<file path="config.mk">
export PLATFORM = sky130hd
export DESIGN_NAME = exec_pipe_top
export DESIGN_NICKNAME = d
export VERILOG_FILES = /design/src/hw/exec_pipe_pkg.sv /design/src/hw/wb_host_port.sv /design/src/hw/decode_stage.sv /design/src/hw/operand_stage.sv /design/src/hw/alu.sv /design/src/hw/exec_pipe_top.sv
export VERILOG_INCLUDE_DIRS = /design/src /design/src/hw
export SDC_FILE = /design/constraint.sdc
export NUM_CORES = 2
export LEC_CHECK = 0
export BUFFER_PORTS_ARGS = -buffer_cell sky130_fd_sc_hd__buf_4
export CAP_MARGIN = 20
export CORE_MARGIN = 3
export CORE_UTILIZATION = 45
export DETAILED_ROUTE_END_ITERATION = 10
export SYNTH_ARGS = -nofsm -noshare
export SYNTH_HDL_FRONTEND = slang
export SYNTH_HIERARCHICAL = 1
export SYNTH_SLANG_ARGS = --single-unit
</file>
<file path="constraint.sdc">
create_clock -name clk -period 17.72 [get_ports clk]
set_clock_uncertainty 0.05 [all_clocks]
set_input_delay 1.772 -clock clk [delete_from_list [all_inputs] [get_ports clk]]
set_output_delay 1.772 -clock clk [all_outputs]
set_load 0.01 [all_outputs]
</file>
<file path="src/hw/exec_pipe_defines.svh">
`ifndef EXEC_PIPE_DEFINES_SVH
`define EXEC_PIPE_DEFINES_SVH

`define EP_XLEN 32
`define EP_NREG 32

`define TY_BASE 6'b100000
`define ADDI    6'b101000
`define ORI     6'b101100
`define XORI    6'b101011
`define MOVI    6'b100010

`define ADD   5'b00000
`define SUB   5'b00001
`define AND   5'b00010
`define XOR   5'b00011
`define OR    5'b00100
`define SLLI  5'b01000
`define SRLI  5'b01001
`define ROTRI 5'b01011

`define EP_F_OPCODE 30:25
`define EP_F_RT     24:20
`define EP_F_RA     19:15
`define EP_F_RB     14:10
`define EP_F_SUB    4:0
`define EP_F_IMM15  14:0
`define EP_F_IMM20  19:0

`define EP_ADR_STATUS 6'd32
`define EP_ADR_ISSUE  6'd33

`endif

</file>
<file path="src/hw/exec_pipe_pkg.sv">
`default_nettype none

`include "exec_pipe_defines.svh"

package exec_pipe_pkg;

	typedef logic [`EP_XLEN-1:0] word_t;
	typedef logic [$clog2(`EP_NREG)-1:0] reg_idx_t;
	typedef logic [5:0] opcode_t;
	typedef logic [4:0] sub_op_t;
	typedef logic [5:0] wb_adr_t; // word address.

	// host side of the wishbone port.
	typedef enum logic [1:0] {
		HOST_IDLE,
		HOST_ACK,
		HOST_DRAIN
	} host_state_e;

endpackage

`default_nettype wire

</file>
<file path="src/hw/wb_host_port.sv">
`timescale 1ns/10ps
`default_nettype none

`include "exec_pipe_defines.svh"

module wb_host_port import exec_pipe_pkg::*; (
	input  wire logic    clk,
	input  wire logic    reset,
	input  wire logic    wb_cyc,
	input  wire logic    wb_stb,
	input  wire logic    wb_we,
	input  wire wb_adr_t wb_adr,
	input  wire word_t   wb_dat_w,
	input  wire logic    wb_valid,
	input  wire logic    wb_overflow,
	input  wire word_t   wb_data,
	input  wire logic    ex_illegal,
	input  wire logic    busy,
	output logic         wb_ack,
	output word_t        wb_dat_r,
	output logic         issue_valid,
	output word_t        issue_instr,
	output reg_idx_t     rd_idx,
	input  wire word_t   rd_data
);

	host_state_e state;
	logic ovf_flag;
	logic zero_flag;
	logic ill_flag;
	logic wr_req;
	logic rd_done;
	word_t rd_mux;

	assign wr_req = (state == HOST_IDLE) && wb_cyc && wb_stb && wb_we;
	assign rd_done = (state == HOST_DRAIN) && !busy && !ex_illegal; // pipe empty and flags settled.
	assign rd_idx = reg_idx_t'(wb_adr[4:0]);

	always_comb begin
		if (wb_adr == `EP_ADR_STATUS)
			rd_mux = {{(`EP_XLEN-3){1'b0}}, ill_flag, zero_flag, ovf_flag};
		else if (!wb_adr[5])
			rd_mux = rd_data;
		else
			rd_mux = '0;
	end

	always_ff @(posedge clk) begin
		if (reset) begin
			state <= HOST_IDLE;
			wb_ack <= 1'b0;
			issue_valid <= 1'b0;
		end else begin
			wb_ack <= 1'b0;
			issue_valid <= 1'b0;
			case (state)
				HOST_IDLE: begin
					if (wr_req) begin
						wb_ack <= 1'b1;
						issue_valid <= (wb_adr == `EP_ADR_ISSUE);
						state <= HOST_ACK;
					end else if (wb_cyc && wb_stb) begin
						state <= HOST_DRAIN;
					end
				end
				HOST_DRAIN: begin
					if (rd_done) begin
						wb_ack <= 1'b1;
						state <= HOST_ACK;
					end
				end
				HOST_ACK: state <= HOST_IDLE; // master drops stb here.
				default: state <= HOST_IDLE;
			endcase
		end
	end

	always_ff @(posedge clk) begin
		if (wr_req)
			issue_instr <= wb_dat_w;
		if (rd_done)
			wb_dat_r <= rd_mux;
	end

	always_ff @(posedge clk) begin
		if (reset) begin
			ovf_flag <= 1'b0;
			zero_flag <= 1'b0;
			ill_flag <= 1'b0;
		end else begin
			if (wr_req && (wb_adr == `EP_ADR_STATUS)) begin
				ovf_flag <= 1'b0;
				ill_flag <= 1'b0;
			end
			if (wb_valid) begin
				if (wb_overflow)
					ovf_flag <= 1'b1;
				zero_flag <= (wb_data == '0);
			end
			if (ex_illegal)
				ill_flag <= 1'b1; // new event wins over clear.
		end
	end

	a_ack_in_cycle: assert property (@(posedge clk) disable iff (reset)
		wb_ack |-> (wb_cyc && wb_stb));

endmodule

`default_nettype wire

</file>
<file path="src/hw/decode_stage.sv">
`timescale 1ns/10ps
`default_nettype none

`include "exec_pipe_defines.svh"

module decode_stage import exec_pipe_pkg::*; (
	input  wire logic  clk,
	input  wire logic  reset,
	input  wire logic  issue_valid,
	input  wire word_t issue_instr,
	output logic       dec_valid,
	output logic       dec_illegal,
	output opcode_t    dec_opcode,
	output sub_op_t    dec_sub_op,
	output reg_idx_t   dec_rt,
	output reg_idx_t   dec_ra,
	output reg_idx_t   dec_rb,
	output word_t      dec_imm,
	output logic       dec_use_imm
);

	opcode_t opc;
	sub_op_t sub;
	logic legal;
	logic use_imm;
	word_t imm;

	assign opc = issue_instr[`EP_F_OPCODE];
	assign sub = issue_instr[`EP_F_SUB];

	always_comb begin
		legal = 1'b1;
		use_imm = 1'b1;
		imm = '0;
		case (opc)
			`TY_BASE: begin
				imm = word_t'(issue_instr[`EP_F_RB]); // shift amount.
				case (sub)
					`ADD, `SUB, `AND, `OR, `XOR: use_imm = 1'b0;
					`SRLI, `SLLI, `ROTRI: use_imm = 1'b1;
					default: legal = 1'b0;
				endcase
			end
			`ADDI: imm = {{(`EP_XLEN-15){issue_instr[14]}}, issue_instr[`EP_F_IMM15]};
			`ORI, `XORI: imm = word_t'(issue_instr[`EP_F_IMM15]);
			`MOVI: imm = {{(`EP_XLEN-20){issue_instr[19]}}, issue_instr[`EP_F_IMM20]};
			default: begin
				legal = 1'b0; // loads, stores, branches, unknown.
				use_imm = 1'b0;
			end
		endcase
	end

	always_ff @(posedge clk) begin
		if (reset) begin
			dec_valid <= 1'b0;
			dec_illegal <= 1'b0;
		end else begin
			dec_valid <= issue_valid;
			dec_illegal <= issue_valid && !legal;
		end
	end

	always_ff @(posedge clk) begin
		if (issue_valid) begin
			dec_opcode <= opc;
			dec_sub_op <= sub;
			dec_rt <= issue_instr[`EP_F_RT];
			dec_ra <= issue_instr[`EP_F_RA];
			dec_rb <= issue_instr[`EP_F_RB];
			dec_imm <= imm;
			dec_use_imm <= use_imm;
		end
	end

endmodule

`default_nettype wire

</file>
<file path="src/hw/operand_stage.sv">
`timescale 1ns/10ps
`default_nettype none

`include "exec_pipe_defines.svh"

module operand_stage import exec_pipe_pkg::*; (
	input  wire logic     clk,
	input  wire logic     reset,
	input  wire logic     dec_valid,
	input  wire logic     dec_illegal,
	input  wire opcode_t  dec_opcode,
	input  wire sub_op_t  dec_sub_op,
	input  wire reg_idx_t dec_rt,
	input  wire reg_idx_t dec_ra,
	input  wire reg_idx_t dec_rb,
	input  wire word_t    dec_imm,
	input  wire logic     dec_use_imm,
	input  wire logic     wb_valid,
	input  wire reg_idx_t wb_rt,
	input  wire word_t    wb_data,
	input  wire reg_idx_t rd_idx,
	output logic          op_valid,
	output logic          op_illegal,
	output opcode_t       op_opcode,
	output sub_op_t       op_sub_op,
	output reg_idx_t      op_rt,
	output word_t         op_src1,
	output word_t         op_src2,
	output word_t         rd_data,
	output logic          busy_part
);

	word_t regs [`EP_NREG];
	word_t ra_val;
	word_t rb_val;

	always_ff @(posedge clk) begin
		if (reset) begin
			for (int i = 0; i < `EP_NREG; i++)
				regs[i] <= '0;
		end else if (wb_valid) begin
			regs[wb_rt] <= wb_data;
		end
	end

	// writeback lands on the same edge as this read.
	assign ra_val = (wb_valid && (wb_rt == dec_ra)) ? wb_data : regs[dec_ra];
	assign rb_val = (wb_valid && (wb_rt == dec_rb)) ? wb_data : regs[dec_rb];
	assign rd_data = regs[rd_idx];
	assign busy_part = dec_valid || op_valid;

	always_ff @(posedge clk) begin
		if (reset) begin
			op_valid <= 1'b0;
			op_illegal <= 1'b0;
		end else begin
			op_valid <= dec_valid;
			op_illegal <= dec_valid && dec_illegal;
		end
	end

	always_ff @(posedge clk) begin
		if (dec_valid) begin
			op_opcode <= dec_opcode;
			op_sub_op <= dec_sub_op;
			op_rt <= dec_rt;
			op_src1 <= (dec_opcode == `MOVI) ? dec_imm : ra_val;
			op_src2 <= dec_use_imm ? dec_imm : rb_val;
		end
	end

	a_wb_idx_known: assert property (@(posedge clk) disable iff (reset)
		wb_valid |-> !$isunknown(wb_rt));

endmodule

`default_nettype wire

</file>
<file path="src/hw/alu.sv">
`timescale 1ns/10ps
`default_nettype none

`include "exec_pipe_defines.svh"

module alu import exec_pipe_pkg::*; (
	input  wire logic     clk,
	input  wire logic     reset,
	input  wire logic     op_valid,
	input  wire logic     op_illegal,
	input  wire opcode_t  op_opcode,
	input  wire sub_op_t  op_sub_op,
	input  wire reg_idx_t op_rt,
	input  wire word_t    op_src1,
	input  wire word_t    op_src2,
	output logic          wb_valid,
	output reg_idx_t      wb_rt,
	output word_t         wb_data,
	output logic          wb_overflow,
	output logic          ex_illegal
);

	word_t sum;
	word_t diff;
	logic c30;
	logic c31;
	logic b30;
	logic b31;
	logic [2*`EP_XLEN-1:0] rot;
	word_t result;
	logic overflow;

	// sum and difference split at bit 31 for the overflow rule.
	always_comb begin
		{c30, sum[30:0]} = {1'b0, op_src1[30:0]} + {1'b0, op_src2[30:0]};
		{c31, sum[31]} = {1'b0, op_src1[31]} + {1'b0, op_src2[31]} + {1'b0, c30};
		{b30, diff[30:0]} = {1'b0, op_src1[30:0]} - {1'b0, op_src2[30:0]};
		{b31, diff[31]} = {1'b0, op_src1[31]} - {1'b0, op_src2[31]} - {1'b0, b30};
		rot = {op_src1, op_src1} >> op_src2[4:0];
	end

	always_comb begin
		result = '0;
		overflow = 1'b0;
		case (op_opcode)
			`TY_BASE: begin
				case (op_sub_op)
					`ADD: begin
						result = sum;
						overflow = c30 ^ c31;
					end
					`SUB: begin
						result = diff;
						overflow = b30 ^ b31; // borrow in vs borrow out.
					end
					`AND: result = op_src1 & op_src2;
					`OR: result = op_src1 | op_src2;
					`XOR: result = op_src1 ^ op_src2;
					`SRLI: result = op_src1 >> op_src2[4:0];
					`SLLI: result = op_src1 << op_src2[4:0];
					`ROTRI: result = rot[`EP_XLEN-1:0];
					default: result = '0;
				endcase
			end
			`ADDI: begin
				result = sum;
				overflow = c30 ^ c31;
			end
			`ORI: result = op_src1 | op_src2;
			`XORI: result = op_src1 ^ op_src2;
			`MOVI: result = op_src1;
			default: result = '0;
		endcase
	end

	always_ff @(posedge clk) begin
		if (reset) begin
			wb_valid <= 1'b0;
			ex_illegal <= 1'b0;
		end else begin
			wb_valid <= op_valid && !op_illegal;
			ex_illegal <= op_valid && op_illegal; // one cycle only.
		end
	end

	always_ff @(posedge clk) begin
		if (op_valid) begin
			wb_rt <= op_rt;
			wb_data <= result;
			wb_overflow <= overflow;
		end
	end

	a_wb_xor_illegal: assert property (@(posedge clk) disable iff (reset)
		!(wb_valid && ex_illegal));

endmodule

`default_nettype wire

</file>
<file path="src/hw/exec_pipe_top.sv">
`timescale 1ns/10ps
`default_nettype none

module exec_pipe_top import exec_pipe_pkg::*; (
	input  wire logic    clk,
	input  wire logic    reset,
	input  wire logic    wb_cyc,
	input  wire logic    wb_stb,
	input  wire logic    wb_we,
	input  wire wb_adr_t wb_adr,
	input  wire word_t   wb_dat_w,
	output word_t        wb_dat_r,
	output logic         wb_ack
);

	logic issue_valid;
	word_t issue_instr;
	reg_idx_t rd_idx;
	word_t rd_data;
	logic busy_part;
	logic busy;

	logic dec_valid;
	logic dec_illegal;
	opcode_t dec_opcode;
	sub_op_t dec_sub_op;
	reg_idx_t dec_rt;
	reg_idx_t dec_ra;
	reg_idx_t dec_rb;
	word_t dec_imm;
	logic dec_use_imm;

	logic op_valid;
	logic op_illegal;
	opcode_t op_opcode;
	sub_op_t op_sub_op;
	reg_idx_t op_rt;
	word_t op_src1;
	word_t op_src2;

	logic wb_valid;
	reg_idx_t wb_rt;
	word_t wb_data;
	logic wb_overflow;
	logic ex_illegal;

	assign busy = busy_part || wb_valid; // writeback still pending.

	wb_host_port u_host (
		.clk(clk),
		.reset(reset),
		.wb_cyc(wb_cyc),
		.wb_stb(wb_stb),
		.wb_we(wb_we),
		.wb_adr(wb_adr),
		.wb_dat_w(wb_dat_w),
		.wb_valid(wb_valid),
		.wb_overflow(wb_overflow),
		.wb_data(wb_data),
		.ex_illegal(ex_illegal),
		.busy(busy),
		.wb_ack(wb_ack),
		.wb_dat_r(wb_dat_r),
		.issue_valid(issue_valid),
		.issue_instr(issue_instr),
		.rd_idx(rd_idx),
		.rd_data(rd_data)
	);

	decode_stage u_decode (
		.clk(clk),
		.reset(reset),
		.issue_valid(issue_valid),
		.issue_instr(issue_instr),
		.dec_valid(dec_valid),
		.dec_illegal(dec_illegal),
		.dec_opcode(dec_opcode),
		.dec_sub_op(dec_sub_op),
		.dec_rt(dec_rt),
		.dec_ra(dec_ra),
		.dec_rb(dec_rb),
		.dec_imm(dec_imm),
		.dec_use_imm(dec_use_imm)
	);

	operand_stage u_operand (
		.clk(clk),
		.reset(reset),
		.dec_valid(dec_valid),
		.dec_illegal(dec_illegal),
		.dec_opcode(dec_opcode),
		.dec_sub_op(dec_sub_op),
		.dec_rt(dec_rt),
		.dec_ra(dec_ra),
		.dec_rb(dec_rb),
		.dec_imm(dec_imm),
		.dec_use_imm(dec_use_imm),
		.wb_valid(wb_valid),
		.wb_rt(wb_rt),
		.wb_data(wb_data),
		.rd_idx(rd_idx),
		.op_valid(op_valid),
		.op_illegal(op_illegal),
		.op_opcode(op_opcode),
		.op_sub_op(op_sub_op),
		.op_rt(op_rt),
		.op_src1(op_src1),
		.op_src2(op_src2),
		.rd_data(rd_data),
		.busy_part(busy_part)
	);

	alu u_alu (
		.clk(clk),
		.reset(reset),
		.op_valid(op_valid),
		.op_illegal(op_illegal),
		.op_opcode(op_opcode),
		.op_sub_op(op_sub_op),
		.op_rt(op_rt),
		.op_src1(op_src1),
		.op_src2(op_src2),
		.wb_valid(wb_valid),
		.wb_rt(wb_rt),
		.wb_data(wb_data),
		.wb_overflow(wb_overflow),
		.ex_illegal(ex_illegal)
	);

endmodule

`default_nettype wire

</file>
==> summary.md <==
| Metric | Value |
|---|---|
| DR pass1 iterations | `8` |
| Clock Path Buffers | `3` |
| Finished Cell Area | `0.0884 mm^2` |
| Fin cells | `8083` |
| Syn_nets | `5924` |
| Fin worst setup slack | `roughly 11 ns` |
| Worst hold slack | `0.371 ns` |
| DP Cell Count | `7791` |
| Period utilization | `0.371` |
| Inserted Clock Buffers | `138` |
| I/O pins | `76` |
| Reg clk slew, reported paths | `0.06 ns` |
| Cell Chain, Critical Path | `buf_4, inv_1, buf_4, ha_1, o21ai_0, o211ai_1, nand4_1, a21oi_1, nor2_1, o31ai_1, a311o_1, fa_1, nor2_1, a21oi_1, a222oi_1, o211ai_1, o31a_1` |
| CP Capture Type | `register` |
| Post-CTS sizing | `0` |
| # hold bufs at CTS | `0` |
| Post-Syn Area | `0.0809 mm^2` |
| Drt via density | `7.12` |
| Routed WL | `321000 um` |
| Avg Synthesized Cell Area | `around 14 um^2` |
| Share of layout cells above drive strength 1 | `0.276` |
| Vias in the first global route | `55717` |
| Post-Place Worst Slack | `between 10 and 15 ns` |
| Total of warnings raised by yosys | `6` |
| H-tree Lvls | `4` |
| Total power | `6.80 mW` |
| Leakage power | `30.9 nW` |
| Worst Tran Pin Value | `1.20 ns` |
| Cell area power density | `76.9 mW/mm^2` |
| Max-cap viol count | `0` |
| FP Rows | `155` |
| Crit-path max FO | `68` |
| Vias post-DR | `57554` |
| Critical path required time | `18.20 ns` |
| Sink Count | `1265` |
| Core region area | `0.179 mm^2` |
| Min cycle time layout | `6.58 ns` |
| Initial core utilization | `0.453` |
| Gate Count Post-Synth | `5781` |
| Outcome | `completed` |
| Final HPWL DP | `between 150000 and 200000 um` |
| Class of the worst hold path | `register to register` |
| Clock Latency Late Sink | `0.81 ns` |
| Gp weighted congestion | `a little under 1` |
| Detailed Route Iter0 Violations | `between 10000 and 15000` |
| Peak VDD IR | `118 uV` |
| Largest net degree at the start of global routing | `98` |
| Antenna viol nets, final | `0` |
| Critical Path Max Stage Delay | `0.60 ns` |
| Antenna violations before repair | `34` |
| Crit-path slowest cell | `o31ai_1` |
| Wirelength per Cell | `39.8 um` |
| First-pass GRT wire length | `440000 um` |
| TNS Setup | `0 ns` |
| Gr ovfl total | `0` |
| RSZ-0062 raised after global routing | `false` |
| Root Buffer | `clkbuf_16` |
| Setup violators final | `0` |
| Die height | `430 um` |
| Port-buffer cells | `between 70 and 80` |
| TritonCTS clock tree | `built` |
| Tot GR Track Use | `0.343` |
| Area Overhead vs Synth | `9.21%` |
| Final slew viol count | `0` |
| DRC viols | `0` |
| Filler cells | `between 15000 and 20000` |
| Nets@finish | `5727` |
| Rel. slew slack | `0.197` |
| Utilization of the core after routing | `0.495` |
| Placed instance area | `around 0.084 mm^2` |
| Crit Path Category | `register to register` |
| Fmax | `152 MHz` |
| Final hold vios | `0` |
| Critical Path AT | `a little over 7 ns` |
| Startpoint Class | `register` |
| Die X-Extent | `roughly 430 um` |
| Post-CTS setup buffers | `0` |
| Die footprint | `about 0.18 mm^2` |
[layout make-up]
class,count,area (um^2),area share
diodes,35,87.6,0.000991
multi-input cells,3799,40300,0.456
repair buffers,270,2270,0.0257
clock buffers,174,3660,0.0414
flip-flops and latches,1265,37900,0.428
well taps,2355,2950,0.0333
inverters,110,417,0.00471
clock inverters,75,817,0.00924
[power breakdown]
| part | switching (mW) | internal [mW] |
|---|---|---|
| clock | 1.26 | 1.65 |
| combinational | 0.253 | 0.202 |
| sequential | 0.0597 | 3.36 |
| total | 1.58 | 5.22 |
[state kept, by name, indices dropped and copies added (netlist names), 2 cells and up]
name and count:
u_operand/regs 1024, u_alu/wb_data 32, u_host/wb_dat_r 32, u_operand/op_src1 32
u_operand/op_src2 32, u_host/issue_instr 31, u_decode/dec_imm 20, u_decode/dec_opcode 6
u_operand/op_opcode 6, u_alu/wb_rt 5, u_decode/dec_ra 5, u_decode/dec_rb 5
u_decode/dec_rt 5, u_decode/dec_sub_op 5, u_operand/op_rt 5, u_operand/op_sub_op 5
u_host/state 2
[worst max-delay path: cells and delay by family, from the launching register on]
family	cells	cell delay [ns]
buffers and inverters	3	1.01
AND/OR/NAND/NOR	3	0.63
flip-flops	1	0.32
AO/OA/AOI/OAI	9	3.19
adder cells (fa/ha/maj)	2	1.06
[worst paths after layout]
path | start | endpoint | slack (ns) | depth (start not counted)
hold reg to reg | u_decode/dec_sub_op[1] | u_operand/op_sub_op[1] | 0.37 | 0
setup reg to reg | u_operand/op_src2[3] | u_alu/wb_data[31] | 11.14 | 17
setup / recovery | u_operand/op_src2[3] | u_alu/wb_data[31] | 11.14 | 17
hold / removal | u_decode/dec_sub_op[1] | u_operand/op_sub_op[1] | 0.37 | 0
[cells in the final DEF, fill, tap and decap left out, types with 28 or more instances in the layout]
cell and n:
o22ai_1 47, a221oi_1 66, a21oi_1 137, nor2b_1 44, ha_1 96, clkbuf_1 31, nor2_4 32, a21o_1 28
mux2i_1 154, edfxtp_1 1252, nor2_1 214, nand2_1 145, a22oi_1 101, mux2_2 52, inv_1 99, or2_2 35
xnor2_1 34, and2_1 1017, o21ai_1 28, diode_2 35, clkbuf_16 141, mux4_2 919, nor3_1 57, o21ai_0 141
buf_4 252
[routing by layer]
| layer | GRT usage | up-vias | part of all wire |
|---|---|---|---|
| li1 | - | 22512 | - |
| met1 | 0.433 | 29531 | 0.35 |
| met2 | 0.523 | 4497 | 0.45 |
| met3 | 0.0988 | 1004 | 0.13 |
| met4 | 0.212 | 10 | 0.070 |
| met5 | 0 | - | 0.00019 |
(Power assumes the default switching activity.)
